**src/hw/lsu_pkg.sv**
```systemverilog
package lsu_pkg;

  // one 32-bit word of four byte lanes
  localparam int data_width_c = 32;
  localparam int mask_width_c = data_width_c / 8;

  // struct field widths
  // lsu_top and the modules below it assume these widths; mem_words_p
  // must stay at or below 2**(addr_width_c-2) so the word index fits the address
  localparam int id_width_c   = 4;
  localparam int addr_width_c = 12;

  typedef enum logic [3:0] {
    LB  = 4'h0,
    LH  = 4'h1,
    LW  = 4'h2,
    LBU = 4'h3,
    LHU = 4'h4,
    SB  = 4'h8,
    SH  = 4'h9,
    SW  = 4'ha,
    SM  = 4'hb   // masked store with lanes from req mask
  } lsu_op_e;

  typedef struct packed {
    lsu_op_e                   opcode;
    logic [id_width_c-1:0]     id;
    logic [addr_width_c-1:0]   addr;   // byte address
    logic [data_width_c-1:0]   data;
    logic [mask_width_c-1:0]   mask;   // only used by SM
  } lsu_req_s;

  typedef struct packed {
    logic [id_width_c-1:0]     id;
    logic [data_width_c-1:0]   data;   // zero for stores
  } lsu_resp_s;

endpackage

```
**src/hw/resp_fifo.sv**
```systemverilog
`timescale 1ns/10ps

module resp_fifo
  #(parameter int fifo_els_p = 4
    , localparam int count_width_lp = $clog2(fifo_els_p+1)
    , localparam int ptr_width_lp = $clog2(fifo_els_p)
  )
  (
    input  logic                        clk_i
    , input  logic                      reset_i
    , input  logic                      push_i
    , input  lsu_pkg::lsu_resp_s        push_data_i
    , output lsu_pkg::lsu_resp_s        resp_o
    , output logic                      v_o
    , input  logic                      yumi_i
    , output logic [count_width_lp-1:0] count_o
  );

  import lsu_pkg::*;

  lsu_resp_s                 mem_r [fifo_els_p];
  logic [ptr_width_lp-1:0]   rd_ptr_r, wr_ptr_r;
  logic [count_width_lp-1:0] count_r;
  logic                      pop;

  function automatic logic [ptr_width_lp-1:0] ptr_inc(input logic [ptr_width_lp-1:0] p);
    logic [ptr_width_lp-1:0] nxt;
    if (p == ptr_width_lp'(fifo_els_p-1)) begin
      nxt = '0;  // depth need not be a power of two
    end else begin
      nxt = p + 1'b1;
    end
    return nxt;
  endfunction

  assign v_o     = (count_r != '0);
  assign pop     = yumi_i & v_o;
  assign resp_o  = mem_r[rd_ptr_r];
  assign count_o = count_r;

  always_ff @(posedge clk_i) begin
    if (reset_i) begin
      rd_ptr_r <= '0;
      wr_ptr_r <= '0;
      count_r  <= '0;
    end else begin
      if (push_i) begin
        wr_ptr_r <= ptr_inc(wr_ptr_r);
      end
      if (pop) begin
        rd_ptr_r <= ptr_inc(rd_ptr_r);
      end
      case ({push_i, pop})
        2'b10:   count_r <= count_r + 1'b1;
        2'b01:   count_r <= count_r - 1'b1;
        default: count_r <= count_r;  // both or neither
      endcase
    end
  end

  // upstream credit keeps pushes off a full queue
  always_ff @(posedge clk_i) begin
    if (push_i) begin
      mem_r[wr_ptr_r] <= push_data_i;
    end
  end

endmodule

```
**config.mk**
```make
export PLATFORM = sky130hd
export DESIGN_NAME = resp_fifo
export DESIGN_NICKNAME = d
export VERILOG_FILES = /design/src/hw/lsu_pkg.sv /design/src/hw/resp_fifo.sv
export SDC_FILE = /design/constraint.sdc
export NUM_CORES = 1
export LEC_CHECK = 0
export BUFFER_PORTS_ARGS = -buffer_cell sky130_fd_sc_hd__buf_2
export CAP_MARGIN = 15
export CORE_MARGIN = 5
export CORE_UTILIZATION = 55
export CTS_CLUSTER_DIAMETER = 60
export DETAILED_ROUTE_END_ITERATION = 10
export PLACE_DENSITY_LB_ADDON = 0.2
export SLEW_MARGIN = 10
export SYNTH_ARGS = -nofsm -noshare
export SYNTH_HDL_FRONTEND = slang
export SYNTH_SLANG_ARGS = --single-unit
```
**constraint.sdc**
```tcl
create_clock -name clk_i -period 5.8 [get_ports clk_i]
set_input_delay 1.16 -clock clk_i [delete_from_list [all_inputs] [get_ports clk_i]]
set_output_delay 1.16 -clock clk_i [all_outputs]
set_load 0.02 [all_outputs]
```
==> qor.yml, run 1 <==
final_layout:
  multiInputGateArea_um2: 1086
  mostFrequentLayoutCell: "edfxtp_1"
  share_of_cells_above_drive_strength_1: 0.4324
  insertedDiodeCount: 0
  synthToLayoutAreaGrowth_pct: 19.50
  finalCoreUtilization: 0.6661
  finish.net_count: 374
  final-seq-area_um2: 4507
  layoutNonFillerInstCount: 476
  most-common-layout-cells: "edfxtp_1, buf_2, mux4_2"
  nFillCells: 664
timing:
  worst-slew-pin-transition_ns: 0.9897
  final_hold_viol_count: 0
  min_period_ns: 3.675
  report.final.setup_viol: 0
  timing.final.crit_share: 0.6336
  finalClockSkew_ns: 0.004282
  relative_slew_slack: 0.3402
  final_max_slew_viol_count: 0
  grt_setup_unrepaired: "false"
  setup-tns-final_ns: 0
  clock.fmax_ghz: 0.2721
power_and_ir_drop:
  power_leakage_nw: 2.365
  clock_power_share: 0.385
  power.share.switching: 0.2466
  power_density_nw_per_um2: 435.1
  vdd.ir_drop.worst_mv: 0.2586
  power_switching_mw: 0.7312
  share_seq_of_total_power: 0.447
  power_frac_comb: 0.168
  p_int_mw: 2.234
routing:
  route.detailed.vias_per_inst: 5.418
  total_wire_length_um: 9405
  drtPass1Iterations: 4
  route.vias.total: 2579
  per_cell_routed_wire_length_um: 19.76
  post-route-drc-count: 0
  drtAntennaViolNets: 0
  drt-initial-drc-count: 118
hold_path:
  min-delay-path-class: "reg -> reg"
logic_synthesis:
  yosys_register_bits: 153
  post_synth_net_total: 283
  avg_inst_size_synth_um2: 24.17
  synthesis.area_um2: 5703
  synth_seq_area_share: 0.7898
  syn-instance-count: 236
  total_of_warnings_raised_by_yosys: 0
  synth.distinct_cells: 21
placed_design:
  place_congestion: 0.6596
  port-buffer-count: 79
  place.detailed.instances: 444
  hpwlAfterDp_um: 5522
clock_tree:
  cts_tree: "done"
  postCtsSetupBuffers: 0
  clock_h_tree_levels: 4
  clk_root_buffer_cell: "clkbuf_8"
  clk-insertion-delay-late_ns: 0.51
  cts_max_path_buffers: 2
  ctsResizeCount: 0
  clock_slew_at_the_register_clock_pins_of_the_worst_setup_and_hold_paths_ns: 0.06
  cts_num_sinks: 153
  cts_made_buffers: 17
  cts-hold-fix-buffers: 0
floorplanning:
  core.rowCount: 37
  ios: 80
  chip_width_um: 111.8
  die_area_um2: 12510
  area_of_the_core_um2: 10230
  die_h_um: 111.8
  start_util: 0.5574
grt:
  first_pass_grt_wire_length_um: 15060
  maximum_number_of_pins_on_one_net_before_global_route_repair: 37
  antenna_found_initial: 1
  globalRouteTotalUtil: 0.1623
  overflow: 0
  grt_pass1_vias: 2803
critical_path:
  timing_worst_setup_path_type: "reg -> out"
  setup.worst_path.end_class: "primary output"
  crit_path_max_fanout: 22
  setup.worst_path.start_class: "flop"
  critical_path_required_ns: 4.64
  data_arrival_time_of_the_worst_path_ns: 2.51
outcome:
  status: "completed"
flow_run:
  cap_viol_max_count: 0
## cell usage after synthesis (all sizes together)
| master | number | area [µm²] |
|---|---|---|
| edfxtp | 144 | 4324 |
| mux4 | 36 | 833.3 |
| dfxtp | 9 | 180.2 |
| buf | 7 | 86.33 |
| inv | 7 | 26.28 |
| ha | 6 | 75.07 |
| nor2 | 6 | 22.52 |
| a21oi | 4 | 20.02 |
| and2 | 4 | 25.02 |
| or3 | 3 | 18.77 |
| mux2i | 2 | 20.02 |
| xor2 | 2 | 17.52 |
| clkbuf | 1 | 5.000 |
| fa | 1 | 20.02 |
| nand2 | 1 | 3.750 |
| nor3b | 1 | 7.510 |
| o21ai | 1 | 5.000 |
| o31ai | 1 | 12.51 |
## registers in the layout (all words and copies together) (netlist names), named ones only
name      count
mem_r       144
count_o       3
rd_ptr_r      2
wr_ptr_r      2
## critical path, stage by stage, from the launching register on
cell,delay [ns]
dfxtp_2,0.66
buf_4,0.50
mux4_1,0.64
buf_2,0.18
## path summary, 6_finish.rpt
check / from / to / slack [ns] / cells past startpoint
worst min-delay path: rd_ptr_r[0] / flop / 0.49 / 2
worst min register to register: rd_ptr_r[0] / flop / 0.49 / 2
worst max-delay path: flop / resp_o[31] / 2.13 / 3
worst max register to register: count_o[0] / count_o[2] / 3.87 / 8
## power by group through the flow
stage | logic, mW | registers [mW] | clock network (mW)
floorplan | 0.406 | 1.32 | 0
global route | 0.541 | 1.34 | 1.21
finish | 0.499 | 1.33 | 1.14
detailed placement | 0.508 | 1.35 | 0
global placement | 0.502 | 1.35 | 0
CTS | 0.510 | 1.33 | 1.16
## routing by layer
layer  global-route usage  vias to the layer above  part of all wire
li1                     -                     1169                 -
met1               0.2123                     1317              0.43
met2               0.2574                       85              0.50
met3              0.05435                        6             0.069
met4              0.05839                        2            0.0058
met5                    0                        -           0.00074
## kinds of logic after synthesis
| logic type | synth area share |
|---|---|
| muxes | 0.1496 |
| buffers and inverters | 0.02062 |
| adders and majority gates | 0.01667 |
| and+or+nand+nor | 0.01360 |
| DFF | 0.7898 |
| xor gates and xnor gates | 0.003072 |
| AOI/OAI and AO/OA | 0.006581 |
## through the flow
stage | hold slack (ns) | cell area [µm²] | setup WS, ns | total power [mW]
CTS | 0.4964 | 6815 | 2.028 | 2.996
global route | 0.5333 | 6815 | 1.946 | 3.090
finish | 0.4934 | 6815 | 2.125 | 2.965
global placement | 0.4777 | 6192 | 2.607 | 1.849
floorplan | 0.4559 | 5703 | 3.295 | 1.726
detailed placement | 0.4825 | 6192 | 2.587 | 1.859
## cell type report
class / count / area share
clock buffer: 19 / 0.06187
clock inverter: 13 / 0.02956
inverter: 7 / 0.003855
tap: 136 / 0.02497
multi-input combinational: 68 / 0.1594
sequential: 153 / 0.6613
timing repair buffer: 80 / 0.05912
No activity file was read; power rests on OpenSTA's default activity.
==> run 2: changes to the inputs <==
==> constraint.sdc (replaced) <==
create_clock -name clk_i -period 3.48 [get_ports clk_i]
set_input_delay 0.696 -clock clk_i [delete_from_list [all_inputs] [get_ports clk_i]]
set_output_delay 0.696 -clock clk_i [all_outputs]
set_load 0.02 [all_outputs]
==> qor.yml, run 2 (synthesis results as in run 1) <==
outcome:
  status: "completed"
placed_design:
  hpwlAfterDp_um: 6056  # +9.7%
  pre_cts_slack_ns: 1.053  # -1.534 ns
  port-buffer-count: 79  # unchanged
  place_congestion: 0.7034  # +6.6%
  placed_area_um2: 6257  # +1.1%
critical_path:
  critical-path-slowest-cell: "dfxtp_2"
  crit_path_max_fanout: 15  # -32%
  worstPathCellList: "buf_4, mux4_1, buf_2"
  critical-path-top-delay-family: "flip-flops"
  setup.worst_path.end_class: "primary output"
  critical_path_required_ns: 2.78  # -1.86 ns
  timing_worst_setup_path_type: "reg -> out"
  setup.worst_path.start_class: "flop"
  worst-path-buf-inv: 2  # unchanged
  timing.critical_path.slowest_cell_delay_ns: 0.66  # about the same
  data_arrival_time_of_the_worst_path_ns: 2.20  # -0.31 ns
final_layout:
  synthToLayoutAreaGrowth_pct: 20.93
  largest_reg_flops: 144  # unchanged
  largest_reg_by_ff_count: "mem_r"
  stdcell_area_um2: 6897  # +1.2%
  insertedDiodeCount: 0  # unchanged
  nFillCells: 686  # +3.3%
  finish.net_count: 381  # +1.9%
  most-common-layout-cells: "edfxtp_1, buf_2, mux4_2"
  mostFrequentLayoutCell: "edfxtp_1"
  share_of_cells_above_drive_strength_1: 0.4438  # +0.01145
routing:
  drt-initial-drc-count: 107  # -9.3%
  per_cell_routed_wire_length_um: 20.41  # +3.3%
  route.vias.total: 2641  # +2.4%
  route.detailed.vias_per_inst: 5.468  # +0.92%
  drtAntennaViolNets: 0  # unchanged
  total_wire_length_um: 9858  # +4.8%
  post-route-drc-count: 0  # unchanged
  drtPass1Iterations: 4  # unchanged
grt:
  antenna_found_initial: 1  # unchanged
  grt_pass1_vias: 2909  # +3.8%
  globalRouteTotalUtil: 0.1702  # +0.007858
  maximum_number_of_pins_on_one_net_before_global_route_repair: 37  # unchanged
  first_pass_grt_wire_length_um: 16130  # +7.1%
  overflow: 0  # unchanged
timing:
  finalClockSkew_ns: 0.007037  # +0.002755 ns
  relative_slew_slack: 0.3243  # -0.01588
  setup-tns-final_ns: 0  # unchanged
  min_period_ns: 2.892
  worst-slew-pin-transition_ns: 1.014  # +0.02382 ns
  final_max_slew_viol_count: 0  # unchanged
  report.final.setup_viol: 0  # unchanged
  layout_setup_ws_ns: 0.5878  # -1.538 ns
  final_hold_viol_count: 0  # unchanged
  grt_setup_unrepaired: "false"
  finalHoldWorstSlack_ns: 0.4047  # -0.08873 ns
  clock.fmax_ghz: 0.3458
  timing.final.crit_share: 0.8311
clock_tree:
  clock_slew_at_the_register_clock_pins_of_the_worst_setup_and_hold_paths_ns: 0.06  # about the same
  clk_root_buffer_cell: "clkbuf_8"
  cts_max_path_buffers: 2  # unchanged
  clk-insertion-delay-late_ns: 0.50  # about the same
  postCtsSetupBuffers: 0  # unchanged
  ctsResizeCount: 0  # unchanged
  cts_made_buffers: 17  # unchanged
  cts-hold-fix-buffers: 0  # unchanged
  cts_num_sinks: 153  # unchanged
  clock_h_tree_levels: 4  # unchanged
  cts_tree: "done"
hold_path:
  min-delay-path-class: "in -> reg"
floorplanning:
  die_area_um2: 12510  # unchanged
  chip_width_um: 111.8  # unchanged
  die_h_um: 111.8  # unchanged
  start_util: 0.5574  # unchanged
  core.rowCount: 37  # unchanged
  ios: 80  # unchanged
  area_of_the_core_um2: 10230  # unchanged
power_and_ir_drop:
  vdd.ir_drop.worst_mv: 0.3795  # +47%
  power_density_nw_per_um2: 726.7  # +67%
  p_total_mw: 5.012  # +69%
  power_leakage_nw: 2.412  # +2.0%
flow_run:
  cap_viol_max_count: 0  # unchanged
## run 2: changes by cell type in the layout (fill, tap and decap cells not counted)
cell and delta:
clkinv_4 +2, clkinv_2 -4, inv_6 +3, buf_4 +6, clkinvlp_4 -1, buf_12 +1
## run 2: per-layer routing
layer	global-route usage	wire length (µm)
met4	0.06164	108
met1	0.2154	4066
met5	0	13
met3	0.04783	434
met2	0.2838	5234
## run 2: power breakdown
part / internal, mW / switching [mW] / total [mW]
Combinational: 0.397 / 0.466 / 0.863
Sequential: 2.11 / 0.0890 / 2.20
Clock: 1.25 / 0.697 / 1.95
## run 2: per-stage QoR
stage	util	std cells
after floorplan	-	236
final	0.6741	483
after detailed placement	0.6116	451
after CTS	0.6741	483
after global placement	0.6116	451
after global routing	0.6741	483
## run 2: area by class of cell
cell class                 instances  area [µm²]  area share
sequential                       153        4507      0.6535
tap                              136       170.2     0.02467
clock buffer                      19       421.7     0.06114
inverter                           7       26.28    0.003810
multi-input combinational         68        1086      0.1575
clock inverter                    13       217.7     0.03157
timing repair buffer              87       467.9     0.06785
## run 2: worst reg2reg max path: stages (launching register included)
cell and delay, ns:
dfxtp_1 0.35, o31ai_2 0.46, inv_1 0.09, ha_1 0.22
inv_1 0.07, fa_1 0.18, xor2_1 0.07, or3_1 0.30
a21oi_1 0.13
## run 2: path summary, 6_finish.rpt
| kind | from | slack, ns | depth (start not counted) | to |
|---|---|---|---|---|
| min reg2reg | rd_ptr_r[0] | 0.51 | 2 | flop |
| min | push_data_i[15] | 0.40 | 1 | mem_r[0][15] |
| max | flop | 0.59 | 3 | resp_o[31] |
| max reg2reg | count_o[1] | 1.55 | 8 | count_o[2] |
==> run 3: changes to the inputs <==
--- a/config.mk
+++ b/config.mk
@@ -8,7 +8,7 @@
 export BUFFER_PORTS_ARGS = -buffer_cell sky130_fd_sc_hd__buf_2
 export CAP_MARGIN = 15
 export CORE_MARGIN = 5
-export CORE_UTILIZATION = 55
+export CORE_UTILIZATION = 51
 export CTS_CLUSTER_DIAMETER = 60
 export DETAILED_ROUTE_END_ITERATION = 10
 export PLACE_DENSITY_LB_ADDON = 0.2
==> constraint.sdc (replaced) <==
create_clock -name clk_i -period 2.4 [get_ports clk_i]
set_input_delay 0.48 -clock clk_i [delete_from_list [all_inputs] [get_ports clk_i]]
set_output_delay 0.48 -clock clk_i [all_outputs]
set_load 0.02 [all_outputs]
==> qor.yml, run 3 (synthesis results as in run 1) <==
power_and_ir_drop:
  power_switching_mw: 1.845  # +47%
  power_frac_comb: 0.198  # +0.026
  share_seq_of_total_power: 0.430  # -0.010
  power_density_nw_per_um2: 1037  # +43%
  power_leakage_nw: 2.453  # +1.7%
  clock_power_share: 0.372  # -0.016
  power.share.switching: 0.2535  # +0.003649
  p_total_mw: 7.276  # +45%
  vdd.ir_drop.worst_mv: 0.6119  # +61%
  p_int_mw: 5.432  # +44%
hold_path:
  min-delay-path-class: "in -> reg"
  timing.hold.worst.start: "push_data_i[12]"
  timing.hold.worst_endpoint: "mem_r[0][12]"
  min_delay_path_depth: 1  # unchanged
timing:
  grt_setup_unrepaired: "false"
  worst-slew-pin-transition_ns: 0.4608  # -0.5528 ns
  timing.final.crit_share: 0.9638
  min_period_ns: 2.313
  report.final.setup_viol: 0  # unchanged
  relative_slew_slack: 0.6928  # +0.3685
  clock.fmax_ghz: 0.4323
  setup-tns-final_ns: 0  # unchanged
  finalHoldWorstSlack_ns: 0.1804  # -0.2243 ns
  final_hold_viol_count: 0  # unchanged
  finalClockSkew_ns: 0.008395  # +0.001358 ns
  final_max_slew_viol_count: 0  # unchanged
floorplanning:
  die_area_um2: 13400  # +7.1%
  start_util: 0.5238  # -0.03363
  area_of_the_core_um2: 10890  # +6.4%
  core.rowCount: 38  # +2.7%
  ios: 80  # unchanged
  die_h_um: 115.7  # +3.5%
  chip_width_um: 115.7  # +3.5%
final_layout:
  most-common-layout-cells: "edfxtp_1, buf_2, mux4_2"
  finish.net_count: 386  # +1.3%
  mostFrequentLayoutCell: "edfxtp_1"
  synthToLayoutAreaGrowth_pct: 23.08
  stdcell_area_um2: 7019  # +1.8%
  largest_reg_flops: 144  # unchanged
  nFillCells: 726  # +5.8%
  share_of_cells_above_drive_strength_1: 0.4602  # +0.01642
  insertedDiodeCount: 0  # unchanged
  largest_reg_by_ff_count: "mem_r"
clock_tree:
  cts-hold-fix-buffers: 0  # unchanged
  cts_tree: "done"
  clock_h_tree_levels: 4  # unchanged
  clock_slew_at_the_register_clock_pins_of_the_worst_setup_and_hold_paths_ns: 0.06  # about the same
  cts_num_sinks: 153  # unchanged
  cts_made_buffers: 17  # unchanged
  clk_root_buffer_cell: "clkbuf_8"
  cts_max_path_buffers: 2  # unchanged
  clk-insertion-delay-late_ns: 0.51  # about the same
flow_run:
  cap_viol_max_count: 0  # unchanged
grt:
  antenna_found_initial: 0  # -1
  grt_pass1_vias: 2801  # -3.7%
  overflow: 0  # unchanged
  first_pass_grt_wire_length_um: 15040  # -6.7%
  maximum_number_of_pins_on_one_net_before_global_route_repair: 37  # unchanged
  globalRouteTotalUtil: 0.1553  # -0.01487
critical_path:
  reg2reg_slack_ns: 0.50  # -1.05 ns
  timing_worst_setup_path_type: "reg -> out"
  critical_path.reg2reg.startpoint: "count_o[0]"
  critical_path_required_ns: 1.92  # -0.86 ns
  worst_r2r_endpoint: "count_o[2]"
  worstRegToRegCells: 8  # unchanged
  data_arrival_time_of_the_worst_path_ns: 1.83  # -0.37 ns
  setup.worst_path.start_class: "flop"
  crit_path_max_fanout: 8  # -7
  setup.worst_path.end_class: "primary output"
placed_design:
  place_congestion: 0.7310  # +3.9%
  hpwlAfterDp_um: 5848  # -3.4%
  placed_area_um2: 6352  # +1.5%
  port-buffer-count: 79  # unchanged
routing:
  per_cell_routed_wire_length_um: 19.27  # -5.6%
  total_wire_length_um: 9481  # -3.8%
  drt-initial-drc-count: 142  # +33%
  route.vias.total: 2616  # -0.95%
  drtAntennaViolNets: 0  # unchanged
  post-route-drc-count: 0  # unchanged
  route.detailed.vias_per_inst: 5.317  # -2.8%
  drtPass1Iterations: 4  # unchanged
outcome:
  status: "completed"
run 3: changes by cell type in the layout (fill, tap and decap cells not counted), sizes merged:
cell / before / now
buf: 87 / 92
bufinv: 5 / 4
clkbuf: 19 / 17
clkinv: 3 / 6
run 3: worst max-delay path: stages (launching register included):
cell and delay [ns]:
dfxtp_4 0.37, buf_12 0.14, buf_12 0.13, mux4_2 0.49
buf_2 0.17
run 3: area by class of cell:
class / instances / area (µm²) / share of cell area
Multi-Input combinational cell: 68 / 1079 / 0.1537
Timing Repair Buffer: 92 / 618.1 / 0.08806
Inverter: 7 / 26.28 / 0.003743
Clock inverter: 15 / 197.7 / 0.02816
Clock buffer: 17 / 414.1 / 0.05900
Sequential cell: 153 / 4509 / 0.6424
Tap cell: 140 / 175.2 / 0.02496
run 3: repair_timing:
action | 4_1_cts | 5_1_grt
resized for setup | 2 | 1
buffers inserted | 3 | 0
setup endpoints to repair | 4 | 2
run 3: layer usage:
metal  wire length [µm]  up-vias  global-route usage
met5                  0        -                   0
met4                 78        0             0.05104
met3                550        8             0.05535
met2               4625       69              0.2431
met1               4226     1341              0.2065
li1                   -     1198                   -
run 3: how the worst max path moves through the flow:
stage                           from  slack (ns)         end
after floorplan           count_o[1]        0.50  count_o[2]
final                           flop        0.09  resp_o[14]
after detailed placement      yumi_i        0.37  count_o[2]
after global placement        yumi_i        0.44  count_o[2]
after CTS                       flop        0.03  resp_o[14]
after global routing            flop       0.009   resp_o[9]
run 3: power groups by stage:
stage               Clock [mW]  Sequential, mW  Combinational (mW)
floorplan                    0            3.19               0.981
global route              2.90            3.14                1.55
detailed placement           0            3.18                1.39
global placement             0            3.18                1.37
CTS                       2.77            3.13                1.47
finish                    2.71            3.13                1.44
run 3: through the flow:
stage,util,setup slack (ns),instances
after floorplan,-,0.5020,236
after global placement,0.5834,0.4440,457
after detailed placement,0.5834,0.3712,457
after CTS,0.6445,0.03212,492
after global routing,0.6447,0.008665,492
final,0.6447,0.08687,492
